--- src/cpu_macros.svh ---
`ifndef CPU_MACROS_SVH
`define CPU_MACROS_SVH

// data and instruction word width
`define CPU_WORD_W 16

// memory address width, addresses wrap at the top
`define CPU_ADDR_W 10

// number of words in the shared memory
`define CPU_MEM_DEPTH 1024

// stack occupies the top of memory and grows upward
`define CPU_STACK_BASE 10'h380

`endif

--- src/isaPkg.sv ---
`include "cpu_macros.svh"

package isaPkg;

	typedef logic [`CPU_WORD_W-1:0] wordT;
	typedef logic [`CPU_ADDR_W-1:0] addrT;

	typedef enum logic [1:0] {
		regAx = 2'd0,
		regBx = 2'd1,
		regCx = 2'd2,
		regDx = 2'd3
	} regSelT;

	typedef enum logic [15:0] {
		opNop   = 16'h0000,
		opMovrr = 16'h0007,
		opMovi  = 16'h0008,
		opPop   = 16'h0009,
		opPush  = 16'h000B,
		opAdd   = 16'h000C,
		opAdc   = 16'h000D,
		opSub   = 16'h000E,
		opSuc   = 16'h000F,
		opCmp   = 16'h0014,
		opAnd   = 16'h0015,
		opInv   = 16'h0016,
		opOr    = 16'h0018,
		opShl   = 16'h0019,
		opShr   = 16'h001A,
		opXor   = 16'h001B,
		opTest  = 16'h001C,
		opCall  = 16'h001E,
		opRet   = 16'h001F,
		opJc    = 16'h0021,
		opJnc   = 16'h0022,
		opJz    = 16'h0023,
		opJnz   = 16'h0024,
		opJo    = 16'h0025,
		opJno   = 16'h0026,
		opSta   = 16'h002A, // par1 reg, par2 address
		opLda   = 16'h002B, // par1 reg, par2 address
		opJmp   = 16'h0031,
		opPutc  = 16'h00BF, // emit word at par1
		opHalt  = 16'h00FF
	} opcodeT;

endpackage

--- src/regFile.sv ---
module regFile
	import isaPkg::*;
(
	input  logic   clk,
	input  logic   arstN,
	input  regSelT rdSelA,
	input  regSelT rdSelB,
	output wordT   rdDataA,
	output wordT   rdDataB,
	input  logic   wrEn,
	input  regSelT wrSel,
	input  wordT   wrData
);

	localparam int NumRegs = 4;

	wordT regs [NumRegs]; // ax, bx, cx, dx

	always_ff @(posedge clk or negedge arstN) begin
		if (!arstN) begin
			for (int i = 0; i < NumRegs; i++) begin
				regs[i] <= '0;
			end
		end else if (wrEn) begin
			regs[wrSel] <= wrData;
		end
	end

	assign rdDataA = regs[rdSelA];
	assign rdDataB = regs[rdSelB];

endmodule

--- config.mk ---
export PLATFORM = sky130hd
export DESIGN_NAME = regFile
export DESIGN_NICKNAME = d
export VERILOG_FILES = /design/src/isaPkg.sv /design/src/regFile.sv
export VERILOG_INCLUDE_DIRS = /design/src
export SDC_FILE = /design/constraint.sdc
export NUM_CORES = 1
export LEC_CHECK = 0
export BUFFER_PORTS_ARGS = -buffer_cell sky130_fd_sc_hd__buf_2
export CAP_MARGIN = 20
export CORE_UTILIZATION = 58
export CTS_BUF_LIST = sky130_fd_sc_hd__clkbuf_2
export DETAILED_ROUTE_END_ITERATION = 10
export PLACE_DENSITY_LB_ADDON = 0.12
export SYNTH_ARGS = -nofsm -noshare
export SYNTH_HDL_FRONTEND = slang
export SYNTH_SLANG_ARGS = --single-unit
--- constraint.sdc ---
create_clock -name clk -period 1.4 [get_ports clk]
set_input_delay 0.07 -clock clk [delete_from_list [all_inputs] [get_ports clk]]
set_output_delay 0.07 -clock clk [all_outputs]
set_load 0.02 [all_outputs]
==> reports/summary.md, run 1 <==
- number of iterations in the first detailed-routing pass: 4
- full die area: 5770 um2
- average footprint of a synthesized cell: 18.0 um2
- Final setup violation count: 32
- area of the mapped netlist: 3170 um2
- worst reg-to-reg setup slack: 0.36 ns
- switching power as a share of total power: 0.306
- achievable clock frequency: 619 MHz
- Std-Cell Core Area: 5200 um2
- sum of routed wire length over all layers: 6800 um
- final routed DRC violation total: 0
- top-level I/O count: 57
- number of buffers added by the clock tree synthesis step: 9
- net count after synthesis: 201
- power dissipated by switching net loads: 0.00164 W
- final critical-path required period: 1.62 ns
- routed len/inst: 20.3 um
- most instantiated flip-flop cell in the synthesis netlist: dfrtp_1
- internal power: 0.00372 W
- Initial Utilization: 0.610
- all-layer global routing usage: 0.264
- count of max-cap constraint violations: 0
- violated checks: negative setup slack
- post-placement cell area: 3570 um2
- Multi-input gate area: 1490 um2
- total chip power: 0.00537 W
- count of mapped cells out of synthesis: 176
- width of the chip: 76.0 um
- synthesis-to-layout area growth: 28.0%
- y dimension of the die: 76.0 um
- register ranked first by flip-flop count: regs
- via count of the first global-routing pass: 2214
- clock network power share: 0.195
- clock slew seen by the registers of the worst setup and hold paths: 0.17 ns
- Max H-tree Level: 3
- Buffers on Ports: 56
- largest net degree at the start of global routing: 65
- Layout Utilization: 0.781
- Filler Cell Count: 303
- initial antenna violation count: 0
- final antenna-violating net count: 0
- number of failing hold endpoints at the final stage: 0
- final instance area: 4060 um2
- Root Buffer Master: clkbuf_2
- vias: 1962
- most area-hungry cell type in the Yosys netlist: dfrtp_1
- top post-synthesis cells by count: dfrtp_1, mux2_2, mux4_2
- row cnt: 26
- ant diodes: 0
- share of Yosys cell area claimed by the top area cell type: 0.505
- R2R depth: 3
- flip-flop count of the largest register after layout: 64
- Hold/Removal Path Class: in -> async
- PnR worst setup slack: -0.216 ns
- worst supply voltage drop on vdd: 0.000941 V
- RePlAce Congestion: 0.701
- mean number of vias per cell: 5.86
- fraction of the yosys area taken by sequential cells: 0.505
- Detailed Route Iter0 Violations: 110
- leading post-synthesis cells by cell area: dfrtp_1, mux2_2, mux4_2, buf_2, buf_4
- number of enable flip-flop cells after synthesis: 0
- Fin Clk Skew: 0 ns
- clock latency on the worst-skew pair: 0.45 ns
- leading registers by flop count: regs x64
- launching element type of the critical path: register
- Post-Route Setup TNS: -6.20 ns
- number of max-slew violations in the final report: 0
- worst setup path category: reg -> out
- share of final-layout standard cells stronger than drive strength 1: 0.687
- number of flip-flops and latches in the synthesized netlist: 64
- clk buf depth: 2
- post-layout instance count excluding filler cells: 335
- sequential standard cell area: 1600 um2
- number of warnings reported in the yosys synthesis log: 0
- Static Leak: 1.75 nW
- final critical-path share of the clock period: 1.15
- Worst-Margin Slew: 0.495 ns
- power density over the cells: 1320 nW/um2
- startpoint of the worst register-to-register path: regs[19]
- normalized max-slew margin: 0.670
- half-perimeter wire length after detailed placement: 4460 um
- CP Max Fanout: 3
- run status: complete, but fails checks
- Remaining Overflow, GRT: 0
- Crit. End Element: primary output
- Cell variety after synth: 11
- Crit path required time: 1.33 ns
- endpoint of the worst-slack reg-to-reg timing path: regs[19]
- placed cells: 299
- logic gate share of total power: 0.347
- CTS sink cnt: 64
- unrepaired setup endpoints after global routing: yes
- first-pass GRT wire length: 11300 um
- TritonCTS clock tree: yes
- Async SR Flop Fraction: 1.00
- sequential power share: 0.458
- number of nets at the end of the flow: 285
- Data arrival, critical path: 1.55 ns
==> repair_timing <==
action                                  CTS  global route
gates cloned                              0             0
gates resized for setup                  64             0
endpoints found under the setup margin   32            32
hold buffers                             17             0
hold endpoints to repair                128             0
buffers inserted                          1             2
==> cell usage in the layout, fill, tap and decap left out <==
cell / netlist / layout
mux4_2: 32 / 32
buf_2: 5 / 24
mux2_2: 64 / 64
clkinv_2: 0 / 2
dlygate4sd3_1: 0 / 17
buf_4: 3 / 9
buf_6: 1 / 32
clkinv_1: 0 / 2
buf_12: 0 / 3
nor3b_4: 1 / 1
dfrtp_1: 64 / 64
bufinv_16: 0 / 1
nand3_2: 1 / 1
nand3b_2: 2 / 2
clkbuf_2: 0 / 11
==> worst max-delay path, cell delays in order, from the launching register on <==
cell,delay [ns]
dfrtp_1,0.44
mux4_2,0.50
buf_6,0.15
==> stage by stage <==
step           setup WS (ns)  hold slack, ns
2_1_floorplan          0.228          -0.226
3_3_place_gp           0.209          0.0961
3_5_place_dp           0.160           0.107
4_1_cts               -0.238           0.112
5_1_grt               -0.289           0.137
6_report              -0.216           0.120
==> metal layers <==
layer	part of all wire	track usage	wire length (um)	vias up
li1	-	-	-	866
met1	0.43	0.356	2920	1032
met2	0.53	0.440	3570	53
met3	0.030	0.0371	205	11
met4	0.016	0.104	106	0
met5	0	0	0	-
==> cells by family (layout without fill, tap and decap cells) <==
group | after synthesis | after routing | synth area share
DFF | 64 | 64 | 0.505
muxes | 96 | 96 | 0.454
buffers and inverters | 12 | 101 | 0.0252
and+or+nand+nor | 4 | 4 | 0.0162
==> how the worst max path moves through the flow <==
stage | startpoint | to | slack [ns]
2_1_floorplan | rdSelA[0] | rdDataA[10] | 0.23
3_3_place_gp | wrSel[1] | regs[13] | 0.21
3_5_place_dp | wrSel[0] | regs[10] | 0.16
4_1_cts | regs[15] | rdDataA[15] | -0.24
5_1_grt | regs[6] | rdDataA[6] | -0.29
6_report | regs[4] | rdDataA[4] | -0.22
==> power groups by stage <==
| stage | logic [W] | clock network [W] | registers, W |
|---|---|---|---|
| 6_report | 0.00186 | 0.00105 | 0.00246 |
| 3_3_place_gp | 0.00144 | 0 | 0.00242 |
| 4_1_cts | 0.00186 | 0.00106 | 0.00245 |
| 5_1_grt | 0.00196 | 0.00116 | 0.00250 |
| 3_5_place_dp | 0.00149 | 0 | 0.00250 |
| 2_1_floorplan | 0.00109 | 0 | 0.00239 |
==> layout make-up <==
class                   count  area share
flip-flops and latches     64       0.394
multi-input cells         100       0.367
repair buffers             85       0.192
well taps                  70      0.0216
clock buffers              11      0.0136
clock inverters             5      0.0117
Note: power is estimated with default switching activity, not from simulation.
==> run 2, diff against run 1 <==
CORE_ASPECT_RATIO = 2   (was not set)
CORE_MARGIN = 10   (was not set)
==> run 2 against run 1 <==
Routed wire length is 11% higher. Sequential share of layout area rose by 0.54 points. Maximum frequency decreased by 1.9%. Via count shrank 0.56%. Die area up 56%. Combinational power about the same. Critical path depth unchanged. The run still ends with negative setup slack left. Clock skew did not move. Sequential power about the same. Register-to-register slack better by 0.23 ns. Largest power group unchanged.
==> reports/summary.md, run 2 (synthesized netlist as in run 1, its figures left out) <==
- Crit path required time: 1.33 ns
- mean number of vias per cell: 6.12
- Root Buffer Master: clkbuf_2
- CP Max Fanout: 3
- routed len/inst: 23.7 um
- run status: complete, but fails checks
- achievable clock frequency: 607 MHz
- clock slew seen by the registers of the worst setup and hold paths: 0.16 ns
- Critical Path, Cell by Cell: mux4_2 -> buf_6
- Worst-Margin Slew: 0.497 ns
- flip-flop count of the largest register after layout: 64
- most frequent cells in the layout: mux2_2, dfrtp_1, mux4_2, buf_6, buf_2
- half-perimeter wire length after detailed placement: 5160 um
- initial antenna violation count: 0
- violated checks: negative setup slack
- PnR worst setup slack: -0.247 ns
- Hold/Removal Path Class: in -> async
- final antenna-violating net count: 0
- worst reg-to-reg setup slack: 0.59 ns
- Fin Clk Skew: 0 ns
- Std-Cell Core Area: 5370 um2
- leading registers by flop count: regs x64
- clock latency on the worst-skew pair: 0.49 ns
- worst supply voltage drop on vdd: 0.000989 V
- launching element type of the critical path: register
- top-level I/O count: 57
- startpoint of the worst register-to-register path: regs[18]
- Detailed Route Iter0 Violations: 81
- placed cells: 287
- Final setup violation count: 32
- Remaining Overflow, GRT: 0
- number of nets at the end of the flow: 280
- worst setup path category: reg -> out
- ant diodes: 0
- Buffers on Ports: 56
- first-pass GRT wire length: 12400 um
- power density over the cells: 1290 nW/um2
- number of buffers added by the clock tree synthesis step: 9
- number of iterations in the first detailed-routing pass: 4
- TritonCTS clock tree: yes
- largest net degree at the start of global routing: 65
- row cnt: 38
- share of final-layout standard cells stronger than drive strength 1: 0.680
- number of max-slew violations in the final report: 0
- all-layer global routing usage: 0.180
- Crit path largest cell delay: 0.50 ns
- normalized max-slew margin: 0.668
- final critical-path required period: 1.65 ns
- Static Leak: 1.72 nW
- sum of routed wire length over all layers: 7560 um
- unrepaired setup endpoints after global routing: yes
- Initial Utilization: 0.591
- total chip power: 0.00518 W
- vias: 1951
- post-layout instance count excluding filler cells: 319
- synthesis-to-layout area growth: 26.3%
- CTS sink cnt: 64
- launch point of the critical path: regs[4]
- Data arrival, critical path: 1.58 ns
- y dimension of the die: 125 um
- count of max-cap constraint violations: 0
- Slowest cell on crit path: mux4_2
- final routed DRC violation total: 0
- register ranked first by flip-flop count: regs
- RePlAce Congestion: 0.689
- via count of the first global-routing pass: 2413
- Post-CTS Repair Setup Buffers: 0
- final critical-path share of the clock period: 1.18
- width of the chip: 72.3 um
- full die area: 9010 um2
- Layout Utilization: 0.746
- clk buf depth: 2
- Crit. End Element: primary output
- Post-Route Setup TNS: -6.91 ns
- Max H-tree Level: 3
- number of failing hold endpoints at the final stage: 0
run 2: worst paths after layout:
path | to | cells past startpoint
setup / recovery | rdDataA[4] | 2
hold / removal | regs[40] | 3
setup reg to reg | regs[18] | 1
hold reg to reg | regs[56] | 1
max in group asynchronous | regs[17] | 3
min in group clk | regs[25] | 3
run 2: critical path, delay by kind of cell, from the launching register on:
family / cells / cell delay, ns
flip-flops: 1 / 0.43
multiplexers: 1 / 0.50
buffers and inverters: 1 / 0.16
run 2: layer usage:
layer	global-route usage	wire, um	vias to the layer above
met5	0	0	-
met2	0.326	4440	50
met4	0.0596	114	0
met1	0.180	2600	1039
li1	-	-	851
met3	0.0622	404	11
run 2: final cells by class:
class | count | area (um2)
clock buffer | 13 | 65.1
clock inverter | 2 | 7.51
fill | 362 | 1370
multi-input combinational | 100 | 1490
sequential | 64 | 1600
tap | 60 | 75.1
timing repair buffer | 80 | 766
run 2: power breakdown:
| group | internal, W | switching (W) | leakage, nW |
|---|---|---|---|
| logic | 0.00110 | 0.000770 | 0.908 |
| clock network | 0.000245 | 0.000597 | 0.0571 |
| registers | 0.00220 | 0.000271 | 0.757 |
| total | 0.00354 | 0.00164 | 1.72 |
run 2: stage by stage:
step | hold slack [ns] | setup WS, ns | instance area, um2
final | 0.102 | -0.247 | 4010
after global placement | 0.0944 | 0.224 | 3560
after floorplan | -0.226 | 0.228 | 3170
after CTS | 0.0556 | -0.288 | 4010
after detailed placement | 0.114 | 0.184 | 3560
after global routing | 0.0916 | -0.322 | 4010
run 2: timing repair:
| item | in CTS | in global routing |
|---|---|---|
| endpoints found under the hold margin | 128 | 0 |
| setup endpoints to repair | 32 | 32 |
| hold buffers | 17 | 0 |
| resized for setup | 64 | 0 |
==> run 3, diff against run 2 <==
CORE_UTILIZATION = 29   (was 58)
==> run 3 against run 2 <==
The run still ends with negative setup slack left. Clock power is 27% higher. Power is 4.8% higher. Combinational power is 2% higher. Critical path depth stayed put. Die area is 75% higher. Cell count is 28% higher. Routed wire length is 9.5% higher. Via count is 1.6% higher. Worst hold slack better by 0.0037 ns. Critical path type unchanged. Largest power group unchanged.
==> reports/summary.md, run 3 (synthesized netlist as in run 1, its figures left out) <==
- leading registers by flop count: regs x64
- GRT met2 Usage: 0.194
- placed cells: 370
- fraction of met1 tracks used by global routing: 0.124
- largest net degree at the start of global routing: 28
- width of the chip: 94.0 um
- Initial Utilization: 0.294
- post-placement cell area: 3750 um2
- all-layer global routing usage: 0.112
- RePlAce Congestion: 0.680
- number of max-slew violations in the final report: 0
- number of iterations in the first detailed-routing pass: 4
- run status: complete, but fails checks
- launching element type of the critical path: register
- number of nets at the end of the flow: 287
- Detailed Route Iter0 Violations: 42
- number of buffers added by the clock tree synthesis step: 9
- y dimension of the die: 168 um
- met3 usage in global routing: 0.0339
- PnR worst setup slack: -0.248 ns
- power density over the cells: 1280 nW/um2
- Remaining Overflow, GRT: 0
- synthesis-to-layout area growth: 34.1%
- Final setup violation count: 32
- half-perimeter wire length after detailed placement: 5600 um
- Root Buffer Master: clkbuf_2
- count of max-cap constraint violations: 0
- full die area: 15800 um2
- final routed DRC violation total: 0
- Static Leak: 1.80 nW
- normalized max-slew margin: 0.552
- Hold/Removal Path Class: in -> async
- initial antenna violation count: 0
- final instance area: 4260 um2
- pre-CTS worst setup slack: 0.234 ns
- via count of the first global-routing pass: 2331
- top-level I/O count: 57
- final critical-path required period: 1.65 ns
- row cnt: 54
- first-pass GRT wire length: 13400 um
- final critical-path share of the clock period: 1.18
- Std-Cell Core Area: 10800 um2
- worst supply voltage drop on vdd: 0.000616 V
- Crit path required time: 1.33 ns
- final antenna-violating net count: 0
- most frequent cells in the layout: mux2_2, dfrtp_1, mux4_2, buf_6, buf_2
- Crit. End Element: primary output
- Data arrival, critical path: 1.58 ns
- violated checks: negative setup slack
- unrepaired setup endpoints after global routing: yes
- ant diodes: 0
- Fin Clk Skew: 0 ns
- share of final-layout standard cells stronger than drive strength 1: 0.685
- flip-flop count of the largest register after layout: 64
- Buffers on Ports: 56
- TritonCTS clock tree: yes
- vias: 1982
- achievable clock frequency: 607 MHz
- CP Max Fanout: 3
- routed len/inst: 20.3 um
- worst setup path category: reg -> out
- number of failing hold endpoints at the final stage: 0
- Worst-Margin Slew: 0.669 ns
- clock slew seen by the registers of the worst setup and hold paths: 0.19 ns
- post-layout instance count excluding filler cells: 407
- mean number of vias per cell: 4.87
- clock latency on the worst-skew pair: 0.48 ns
- clk buf depth: 2
- register ranked first by flip-flop count: regs
- Most Crowded Layer GR: met2
- Max H-tree Level: 3
- worst hold-check slack: 0.106 ns
- sum of routed wire length over all layers: 8280 um
- CTS sink cnt: 64
run 3: critical path, cell delays in order (launching register included):
cell and delay (ns):
dfrtp_1 0.44, mux4_2 0.49, buf_6 0.15
run 3: worst paths after layout:
kind                          start          to  slack [ns]  cells after the start
max                        regs[21]  rdDataA[5]       -0.25                      2
min                           arstN    regs[54]        0.11                      3
max reg2reg                regs[47]    regs[47]        0.47                      2
min reg2reg                 regs[4]     regs[4]        0.55                      1
max in group asynchronous     arstN    regs[61]        0.19                      3
min in group clk               wrEn    regs[10]        0.14                      4
run 3: layer usage:
metal / up-vias / wire (um)
li1: 864 / -
met1: 1062 / 3260
met2: 49 / 4540
met3: 7 / 361
met4: 0 / 111
met5: - / 0
run 3: power breakdown:
part           leakage (nW)  switching, W  internal, W
clock                0.0708      0.000660     0.000411
combinational         0.967      0.000768      0.00114
sequential            0.757      0.000251      0.00220
total                  1.80       0.00168      0.00375
run 3: what timing repair did:
item                       in CTS  in global routing
hold endpoints to repair      128                  0
hold buffers                   18                  0
setup buffers                   0                  3
pin swaps                       0                  0
resized for setup              64                  0
setup endpoints to repair      32                 32
run 3: cell type report:
class | instances | area (um2)
Multi-Input combinational cell | 100 | 1490
Timing Repair Buffer | 87 | 883
Clock buffer | 11 | 55.1
Fill cell | 1051 | 6560
Tap cell | 140 | 175
Sequential cell | 64 | 1600
Clock inverter | 5 | 47.5
run 3: metrics by stage:
step                      utilization  total power (W)  setup TNS [ns]
after floorplan                     -          0.00347               0
after global placement          0.347          0.00403               0
after detailed placement        0.347          0.00406               0
after CTS                       0.392          0.00552           -9.34
after global routing            0.394          0.00577          -10.90
final                           0.394          0.00543           -7.07
