`src/cpu_macros.svh`:
```
`ifndef CPU_MACROS_SVH
`define CPU_MACROS_SVH

// data and instruction word width
`define CPU_WORD_W 16

// memory address width, addresses wrap at the top
`define CPU_ADDR_W 10

// number of words in the shared memory
`define CPU_MEM_DEPTH 1024

// stack occupies the top of memory and grows upward
`define CPU_STACK_BASE 10'h380

`endif

```
`src/corePkg.sv`:
```
package corePkg;

	// sequencing of one instruction
	typedef enum logic [2:0] {
		stFetch,
		stExecute,
		stAluWait,
		stMemWait,
		stHalted
	} ctrlStateT;

	typedef enum logic [2:0] {
		aluAdd,
		aluAddCarry,
		aluSub,
		aluSubCarry,
		aluCompare // same flags as sub, no writeback
	} aluOpT;

	typedef struct packed {
		logic carry;    // carry out, or borrow on subtract
		logic zero;
		logic overflow; // signed overflow
	} flagsT;

endpackage

```
`src/isaPkg.sv`:
```
`include "cpu_macros.svh"

package isaPkg;

	typedef logic [`CPU_WORD_W-1:0] wordT;
	typedef logic [`CPU_ADDR_W-1:0] addrT;

	typedef enum logic [1:0] {
		regAx = 2'd0,
		regBx = 2'd1,
		regCx = 2'd2,
		regDx = 2'd3
	} regSelT;

	typedef enum logic [15:0] {
		opNop   = 16'h0000,
		opMovrr = 16'h0007,
		opMovi  = 16'h0008,
		opPop   = 16'h0009,
		opPush  = 16'h000B,
		opAdd   = 16'h000C,
		opAdc   = 16'h000D,
		opSub   = 16'h000E,
		opSuc   = 16'h000F,
		opCmp   = 16'h0014,
		opAnd   = 16'h0015,
		opInv   = 16'h0016,
		opOr    = 16'h0018,
		opShl   = 16'h0019,
		opShr   = 16'h001A,
		opXor   = 16'h001B,
		opTest  = 16'h001C,
		opCall  = 16'h001E,
		opRet   = 16'h001F,
		opJc    = 16'h0021,
		opJnc   = 16'h0022,
		opJz    = 16'h0023,
		opJnz   = 16'h0024,
		opJo    = 16'h0025,
		opJno   = 16'h0026,
		opSta   = 16'h002A, // par1 reg, par2 address
		opLda   = 16'h002B, // par1 reg, par2 address
		opJmp   = 16'h0031,
		opPutc  = 16'h00BF, // emit word at par1
		opHalt  = 16'h00FF
	} opcodeT;

endpackage

```
`src/memIf.sv`:
```
interface memIf import isaPkg::*; ();

	addrT addr;
	wordT wdata;
	logic we;    // one-cycle write strobe
	wordT rdata; // valid the cycle after addr

	modport ctrl (
		output addr,
		output wdata,
		output we,
		input  rdata
	);

	modport mem (
		input  addr,
		input  wdata,
		input  we,
		output rdata
	);

endinterface

```
`src/controlUnit.sv`:
```
`include "cpu_macros.svh"

module controlUnit
	import isaPkg::*;
	import corePkg::*;
(
	input  logic   clk,
	input  logic   arstN,
	input  logic   run,
	input  wordT   opcodeWord,
	input  wordT   par1Word,
	input  wordT   par2Word,
	output addrT   fetchAddr,
	memIf.ctrl     dataPort,
	output regSelT rdSelA,
	output regSelT rdSelB,
	input  wordT   rdDataA,
	input  wordT   rdDataB,
	output logic   wrEn,
	output regSelT wrSel,
	output wordT   wrData,
	output logic   aluStart,
	output aluOpT  aluOp,
	output logic   carryIn,
	input  wordT   aluResult,
	input  flagsT  aluFlags,
	input  logic   aluDone,
	output logic   halted,
	output wordT   outData,
	output logic   outValid
);

	ctrlStateT state;
	addrT pc;
	addrT sp;
	addrT pcNext;
	flagsT flags;
	opcodeT opcode;
	regSelT dstSel;
	regSelT srcSel;
	addrT par1Addr;
	addrT par2Addr;
	wordT logicResult;
	logic jumpTaken;
	logic aluInstr;
	logic memInstr;

	assign opcode = opcodeT'(opcodeWord);
	assign dstSel = regSelT'(par1Word[3:2]);
	assign srcSel = regSelT'(par1Word[1:0]); // also the single-register select
	assign par1Addr = par1Word[`CPU_ADDR_W-1:0];
	assign par2Addr = par2Word[`CPU_ADDR_W-1:0];

	// pc stays put until the instruction retires, so the fetched words stay valid
	assign fetchAddr = pc;
	assign rdSelA = dstSel;
	assign rdSelB = srcSel;
	assign carryIn = flags.carry;
	assign halted = (state == stHalted);

	assign aluInstr = opcode inside {opAdd, opAdc, opSub, opSuc, opCmp};
	assign memInstr = opcode inside {opLda, opPop, opRet, opPutc};

	always_comb begin
		case (opcode)
			opMovi, opLda, opSta: pcNext = pc + addrT'(3);
			opPop, opPush, opMovrr, opAdd, opAdc, opSub, opSuc, opCmp,
			opAnd, opInv, opOr, opShl, opShr, opXor, opTest, opCall, opPutc,
			opJmp, opJc, opJnc, opJz, opJnz, opJo, opJno: pcNext = pc + addrT'(2);
			default: pcNext = pc + addrT'(1); // nop, ret, halt and unknown opcodes
		endcase
	end

	always_comb begin
		case (opcode)
			opJmp, opCall: jumpTaken = 1'b1;
			opJc: jumpTaken = flags.carry;
			opJnc: jumpTaken = !flags.carry;
			opJz: jumpTaken = flags.zero;
			opJnz: jumpTaken = !flags.zero;
			opJo: jumpTaken = flags.overflow;
			opJno: jumpTaken = !flags.overflow;
			default: jumpTaken = 1'b0;
		endcase
	end

	always_comb begin
		case (opcode)
			opAnd: logicResult = rdDataA & rdDataB;
			opOr: logicResult = rdDataA | rdDataB;
			opXor: logicResult = rdDataA ^ rdDataB;
			opInv: logicResult = ~rdDataB;
			opShl: logicResult = rdDataB << 1;
			opShr: logicResult = rdDataB >> 1;
			default: logicResult = rdDataB; // register move
		endcase
	end

	always_comb begin
		case (opcode)
			opAdc: aluOp = aluAddCarry;
			opSub: aluOp = aluSub;
			opSuc: aluOp = aluSubCarry;
			opCmp: aluOp = aluCompare;
			default: aluOp = aluAdd;
		endcase
	end

	assign aluStart = run && (state == stExecute) && aluInstr;

	// data port, address stays stable through memWait
	always_comb begin
		case (opcode)
			opSta, opLda: dataPort.addr = par2Addr;
			opPush, opCall: dataPort.addr = sp;
			opPop, opRet: dataPort.addr = sp - addrT'(1);
			default: dataPort.addr = par1Addr;
		endcase
	end

	assign dataPort.wdata = (opcode == opCall) ? wordT'(pcNext) : rdDataB;
	assign dataPort.we = run && (state == stExecute) && (opcode inside {opSta, opPush, opCall});

	assign outData = dataPort.rdata;
	assign outValid = run && (state == stMemWait) && (opcode == opPutc);

	always_comb begin
		wrEn = 1'b0;
		wrSel = dstSel;
		wrData = logicResult;
		if (run) begin
			case (state)
				stExecute: begin
					case (opcode)
						opMovrr, opAnd, opOr, opXor: wrEn = 1'b1;
						opInv, opShl, opShr: begin
							wrEn = 1'b1;
							wrSel = srcSel;
						end
						opMovi: begin
							wrEn = 1'b1;
							wrSel = srcSel;
							wrData = par2Word;
						end
						default: wrEn = 1'b0;
					endcase
				end
				stAluWait: begin
					wrEn = aluDone && (opcode != opCmp);
					wrData = aluResult;
				end
				stMemWait: begin
					wrEn = (opcode == opLda) || (opcode == opPop);
					wrSel = srcSel;
					wrData = dataPort.rdata;
				end
				default: wrEn = 1'b0;
			endcase
		end
	end

	always_ff @(posedge clk or negedge arstN) begin
		if (!arstN) begin
			state <= stFetch;
			pc <= '0;
			sp <= `CPU_STACK_BASE;
			flags <= '0;
		end else if (run) begin
			case (state)
				stFetch: state <= stExecute; // words registered at fetchAddr
				stExecute: begin
					if (opcode == opHalt) begin
						state <= stHalted;
					end else if (aluInstr) begin
						state <= stAluWait;
					end else if (memInstr) begin
						state <= stMemWait;
					end else begin
						state <= stFetch;
						pc <= jumpTaken ? par1Addr : pcNext;
					end
					if (opcode == opPush || opcode == opCall) begin
						sp <= sp + addrT'(1);
					end
					if (opcode == opTest) begin
						flags.zero <= (rdDataA == rdDataB);
					end
				end
				stAluWait: begin
					if (aluDone) begin // result registered one cycle after start
						flags <= aluFlags;
						pc <= pcNext;
						state <= stFetch;
					end
				end
				stMemWait: begin
					if (opcode == opPop || opcode == opRet) begin
						sp <= sp - addrT'(1);
					end
					pc <= (opcode == opRet) ? dataPort.rdata[`CPU_ADDR_W-1:0] : pcNext;
					state <= stFetch;
				end
				default: state <= stHalted; // stays until reset
			endcase
		end
	end

	spInStack: assert property (@(posedge clk) disable iff (!arstN)
		sp >= addrT'(`CPU_STACK_BASE))
		else $error("stack pointer left the stack region");

endmodule

```
`src/flat_wrapper.sv`:
```
// flat-port wrapper written by rule: the top's interface ports become plain ports
module controlUnit_flat import isaPkg::*; import corePkg::*;
  (clk, arstN, run, opcodeWord, par1Word, par2Word, fetchAddr, rdSelA, rdSelB, rdDataA, rdDataB, wrEn, wrSel, wrData, aluStart, aluOp, carryIn, aluResult, aluFlags, aluDone, halted, outData, outValid, dataPort_addr, dataPort_wdata, dataPort_we, dataPort_rdata);
  memIf dataPort_i ();
  input  logic clk;
  input  logic arstN;
  input  logic run;
  input  wordT opcodeWord;
  input  wordT par1Word;
  input  wordT par2Word;
  output addrT fetchAddr;
  output regSelT rdSelA;
  output regSelT rdSelB;
  input  wordT rdDataA;
  input  wordT rdDataB;
  output logic wrEn;
  output regSelT wrSel;
  output wordT wrData;
  output logic aluStart;
  output aluOpT aluOp;
  output logic carryIn;
  input  wordT aluResult;
  input  flagsT aluFlags;
  input  logic aluDone;
  output logic halted;
  output wordT outData;
  output logic outValid;
  output wire logic [$bits(dataPort_i.addr)-1:0] dataPort_addr;
  output wire logic [$bits(dataPort_i.wdata)-1:0] dataPort_wdata;
  output wire logic [$bits(dataPort_i.we)-1:0] dataPort_we;
  input wire logic [$bits(dataPort_i.rdata)-1:0] dataPort_rdata;
  assign dataPort_addr = dataPort_i.addr;
  assign dataPort_wdata = dataPort_i.wdata;
  assign dataPort_we = dataPort_i.we;
  assign dataPort_i.rdata = dataPort_rdata;
  controlUnit u_core (.clk(clk), .arstN(arstN), .run(run), .opcodeWord(opcodeWord), .par1Word(par1Word), .par2Word(par2Word), .fetchAddr(fetchAddr), .dataPort(dataPort_i), .rdSelA(rdSelA), .rdSelB(rdSelB), .rdDataA(rdDataA), .rdDataB(rdDataB), .wrEn(wrEn), .wrSel(wrSel), .wrData(wrData), .aluStart(aluStart), .aluOp(aluOp), .carryIn(carryIn), .aluResult(aluResult), .aluFlags(aluFlags), .aluDone(aluDone), .halted(halted), .outData(outData), .outValid(outValid));
endmodule
```
`config.mk`:
```
export PLATFORM = sky130hd
export DESIGN_NAME = controlUnit_flat
export DESIGN_NICKNAME = d
export VERILOG_FILES = /design/src/corePkg.sv /design/src/isaPkg.sv /design/src/memIf.sv /design/src/controlUnit.sv /design/src/flat_wrapper.sv
export VERILOG_INCLUDE_DIRS = /design/src
export SDC_FILE = /design/constraint.sdc
export NUM_CORES = 1
export LEC_CHECK = 0
export ABC_AREA = 1
export BUFFER_PORTS_ARGS = -buffer_cell sky130_fd_sc_hd__buf_2
export CAP_MARGIN = 20
export CORE_UTILIZATION = 47
export DETAILED_ROUTE_END_ITERATION = 8
export GPL_TIMING_DRIVEN = 0
export HOLD_SLACK_MARGIN = 0.02
export PLACE_DENSITY = 0.88
export SLEW_MARGIN = 0
export SYNTH_ARGS = -nofsm -noshare
export SYNTH_HDL_FRONTEND = slang
export SYNTH_SLANG_ARGS = --single-unit
```
`constraint.sdc`:
```
create_clock -name clk -period 2.5 [get_ports clk]
set_clock_uncertainty 0.05 [all_clocks]
set_input_delay 0.125 -clock clk [delete_from_list [all_inputs] [get_ports clk]]
set_output_delay 0.125 -clock clk [all_outputs]
set_load 0.05 [all_outputs]
```
==> results.md <==
- Share of synthesized flip-flops with an asynchronous set or reset: 100.0%
- Proportion of layout cells with a drive suffix above 1: approximately a third
- Clock root buffer: sky130_fd_sc_hd__clkbuf_16
- Fill count: 1041
- Post-route ant nets: 0
- Yosys warns: 0
- Register clock-pin slew on the reported worst setup and hold paths: roughly 70 ps
- Critical path cell sequence: buf_8, nor2_4, nand2_4, nor4_4, nor2_2, nand2_2, inv_2, fa_2, or2_4, nor2_4, nand2_2, xor2_1, nand3_1, nand3_2, o21ai_2, buf_6
- Area of the die: ~13000 sq um
- Combinational share of power: around 44%
- Busiest metal layer after global routing: met2
- Power per standard cell area: 200.1 nW/um^2
- Global-route usage over all layers: 35.09%
- Violated checks: design-rule violations, negative setup slack
- Met3 layer usage reported by global route: under 10%
- Number of pins exceeding their max-slew limit in the final report: 0
- GRT Residual Overflow: 0
- Number of cells produced by synthesis: ~980
- Final hold violations: 0
- Area taken by flip-flops and latches: ~650 sq um
- Worst rel slew slack: 57.16%
- Signed area change from the synthesized netlist to the final layout: 35.04%
- Worst slack at placement: -708.9 ps
- Switching power: 0.0006412 W
- Routed vias: 7850
- Setup CP Type: in2out
- Core Box Area: 11610 sq um
- Internal power summed over all cells: 0.0008928 W
- FMAX: 380.0 MHz
- CP Launch Type: primary input
- Area contributors post-synth: sky130_fd_sc_hd__nand2_1 14%, sky130_fd_sc_hd__dfrtp_1 10%, sky130_fd_sc_hd__inv_1 9.0%
- Clock insertion delay at the later pin of the skew report: 270 ps
- Routability cong.: 0.9682
- Clock network fraction of design power: 27.4%
- Number of buffer cells added on primary ports: 195
- Nature of the critical path endpoint: output pin
- Total leakage power: 4.219 nW
- Die Span Y: ~110 um
- Count of flip-flops with a built-in enable after synthesis: 0
- Sum of negative setup slack: -400.1 ps
- Part of the cycle the worst path needs: 105.3%
- Synth Area per Inst: 5.812 sq um
- Die X: 111.9 um
- Total number of placement rows: 39
- Diodes inserted: 0
- Vias per cell: 5.811
- Worst hold slack: 43.22 ps
- Cell variety after synth: 49
- Setup repair after global routing missed its margin: yes
- Power consumption: 0.001534 W
- Critical path's top delay family: simple AND/OR/NAND/NOR gates
- Initial antenna violation count: 0
- Starting Density: 48.89%
- Switching power share of the total: 41.80%
- Largest stage delay, worst path: 350 ps
- Worst path required time: about 2300 ps
- HP Class: in2reg
- GRT met2 Usage: 59.13%
- Standard cell with the maximum stage delay on the critical path: sky130_fd_sc_hd__fa_2
- Met1 Use GR: 43.99%
- First-pass iteration count of the detailed router: 9
- Number of ports placed on the die boundary: 202
- Peak VDD IR: 0.1930 mV
- Run status: finished with violations
- Post-synth top flop: sky130_fd_sc_hd__dfrtp_1
- Final WS setup: -131.5 ps
- Number of global-route vias before repair: ~7100
- Number of buffers created by CTS: 3
- # clock sinks: 26
- Standard cell area after detailed placement: about 7000 sq um
- Synthesized flop and latch total: 26
- Fraction of power consumed by sequential logic: about 28%
- Final routed wirelength across all metal layers: 23.04 mm
- CTS tree: yes
- Half-perimeter wire length of the detailed placement result: ~17 mm
- Maximum number of pins on one net before global-route repair: 27
- First-pass GRT wire length: roughly 35 mm
- Max-cap check violation count: 0
- Mapped Nets: ~1100
- Area used by multi-input combinational logic: around 4400 sq um
- Crit Path Max Fanout: 6
- Final-stage net count: 1365
- Final period demand of the worst path: 2631 ps
- Post-Layout Inst Area: 7667 sq um
- Deepest clock path buffer count: 2
- Cell taking the most area after synthesis: sky130_fd_sc_hd__nand2_1
- Measured slew at the worst slew-check pin: approximately 640 ps
- Arrival time reported for the critical path endpoint: 2460 ps
- Sequential share of the synthesized area: 11.52%
- Total setup violations reported at the end of the flow: 6
- Htree depth: 1
- Cell Area, Synth: 5678 sq um
- Detailed-route DRC error count: 8
- Detailed Route Iter0 Violations: 1027
- CP Buf/Inv Count: 3
- Fraction of post-synthesis cell area in the top cell type by area: between 10 and 15%
- Average detailed-routed wire length per instance: roughly 17 um
worst paths after layout:
kind	from	to	slack (ps)	cells past startpoint
min	aluFlags[0]	u_core.flags[0]$_DFFE_PN0P_	40	2
min reg2reg	u_core.sp[9]$_DFFE_PN1P_	u_core.sp[9]$_DFFE_PN1P_	500	2
max in group asynchronous	arstN	u_core.state[2]$_DFFE_PN0P_	1620	2
max reg2reg	u_core.fetchAddr[1]$_DFFE_PN0P_	u_core.fetchAddr[4]$_DFFE_PN0P_	120	12
max	opcodeWord[6]	dataPort_wdata[8]	-130	16
min in group asynchronous	arstN	u_core.state[0]$_DFFE_PN0P_	360	2
routing by layer:
layer	part of all wire, %	routed length, um	vias up
met1	38	8669	3496
met4	4.2	966	0
met5	0	0	-
met3	12	2680	99
met2	47	10720	577
li1	-	-	3678
cells by family (layout without fill, tap and decap cells):
logic type      after synthesis  in the layout  share of synthesized area (%)
compound gates              213            213                          22.41
xor+xnor                     29             29                          4.473
fa+ha+maj                    37             37                          8.286
buf+inv                     202            432                          16.06
flops                        26             26                          11.52
mux                           3              3                         0.5729
simple gates                467            468                          36.67
synthesized netlist by cell type, types with 3 or more instances:
cell and count:
sky130_fd_sc_hd__a21boi_0 8, sky130_fd_sc_hd__a21o_1 7, sky130_fd_sc_hd__a21oi_1 35, sky130_fd_sc_hd__a22oi_1 18, sky130_fd_sc_hd__a31oi_1 6, sky130_fd_sc_hd__buf_2 14
sky130_fd_sc_hd__buf_4 23, sky130_fd_sc_hd__buf_6 6, sky130_fd_sc_hd__clkbuf_1 9, sky130_fd_sc_hd__dfrtp_1 23, sky130_fd_sc_hd__dfstp_2 3, sky130_fd_sc_hd__ha_1 36
sky130_fd_sc_hd__inv_1 136, sky130_fd_sc_hd__inv_2 9, sky130_fd_sc_hd__nand2_1 209, sky130_fd_sc_hd__nand2_2 5, sky130_fd_sc_hd__nand3_1 85, sky130_fd_sc_hd__nand3_2 3
sky130_fd_sc_hd__nand4_1 6, sky130_fd_sc_hd__nor2_1 104, sky130_fd_sc_hd__nor2_2 6, sky130_fd_sc_hd__nor2_4 3, sky130_fd_sc_hd__nor3_1 26, sky130_fd_sc_hd__nor4_1 3
sky130_fd_sc_hd__o211ai_1 6, sky130_fd_sc_hd__o21ai_0 70, sky130_fd_sc_hd__o21ai_1 7, sky130_fd_sc_hd__o21ai_2 3, sky130_fd_sc_hd__o22ai_1 48, sky130_fd_sc_hd__or2_1 8
sky130_fd_sc_hd__xnor2_1 3, sky130_fd_sc_hd__xor2_1 26
area by class of cell:
type                       count  share of cell area, %
buffer                        54                  4.879
clock buffer                   4                  1.159
inverter                     147                  7.262
multi-input combinational    750                  57.85
sequential                    26                  8.535
tap                          143                  2.334
timing repair buffer         227                  17.98
per-stage QoR:
step	std cells	utilization, %
floorplan	977	-
global placement	1315	59.08
detailed placement	1315	59.08
CTS	1330	62.32
global route	1351	66.02
finish	1351	66.02
cell usage in the layout (no fill, tap or decap), drive strengths merged, types with 2 or more instances in the layout:
cell type	netlist	layout
a21boi	8	8
o211ai	7	7
nor3	26	26
or2	10	10
dfrtp	23	23
ha	36	36
a22oi	18	18
a21o	7	7
mux2	2	2
xor2	26	26
a31oi	6	6
inv	146	146
buf	44	263
nor4	3	3
a21oi	37	37
clkbuf	11	21
xnor2	3	3
dfstp	3	3
nand4	6	6
nor2	115	116
o22ai	48	48
nand2	216	216
o21ai	80	80
nand3	89	89
nor3b	2	2
state kept, by name, summed over array words and instances (netlist names):
| register | flops |
|---|---|
| u_core.state | 3 |
| u_core.flags | 2 |
| u_core.fetchAddr | 10 |
| u_core.carryIn | 1 |
| u_core.sp | 10 |
what timing repair did:
| item | in CTS | in global routing |
|---|---|---|
| setup buffers | 11 | 20 |
| pin swaps | 12 | 25 |
| cloned | 0 | 1 |
| endpoints found under the hold margin | 23 | 0 |
| hold buffers | 1 | 0 |
| endpoints found under the setup margin | 27 | 36 |
| resized for setup | 54 | 78 |
power by group through the flow:
| stage | sequential (W) | clock, W | combinational (W) |
|---|---|---|---|
| after floorplan | 0.000449 | 0 | 0.000379 |
| after global routing | 0.000434 | 0.000432 | 0.000721 |
| after CTS | 0.000431 | 0.000414 | 0.000651 |
| final | 0.000434 | 0.000420 | 0.000680 |
| after global placement | 0.000439 | 0 | 0.000619 |
| after detailed placement | 0.000440 | 0 | 0.000623 |
No activity file was read; power rests on OpenSTA's default activity.
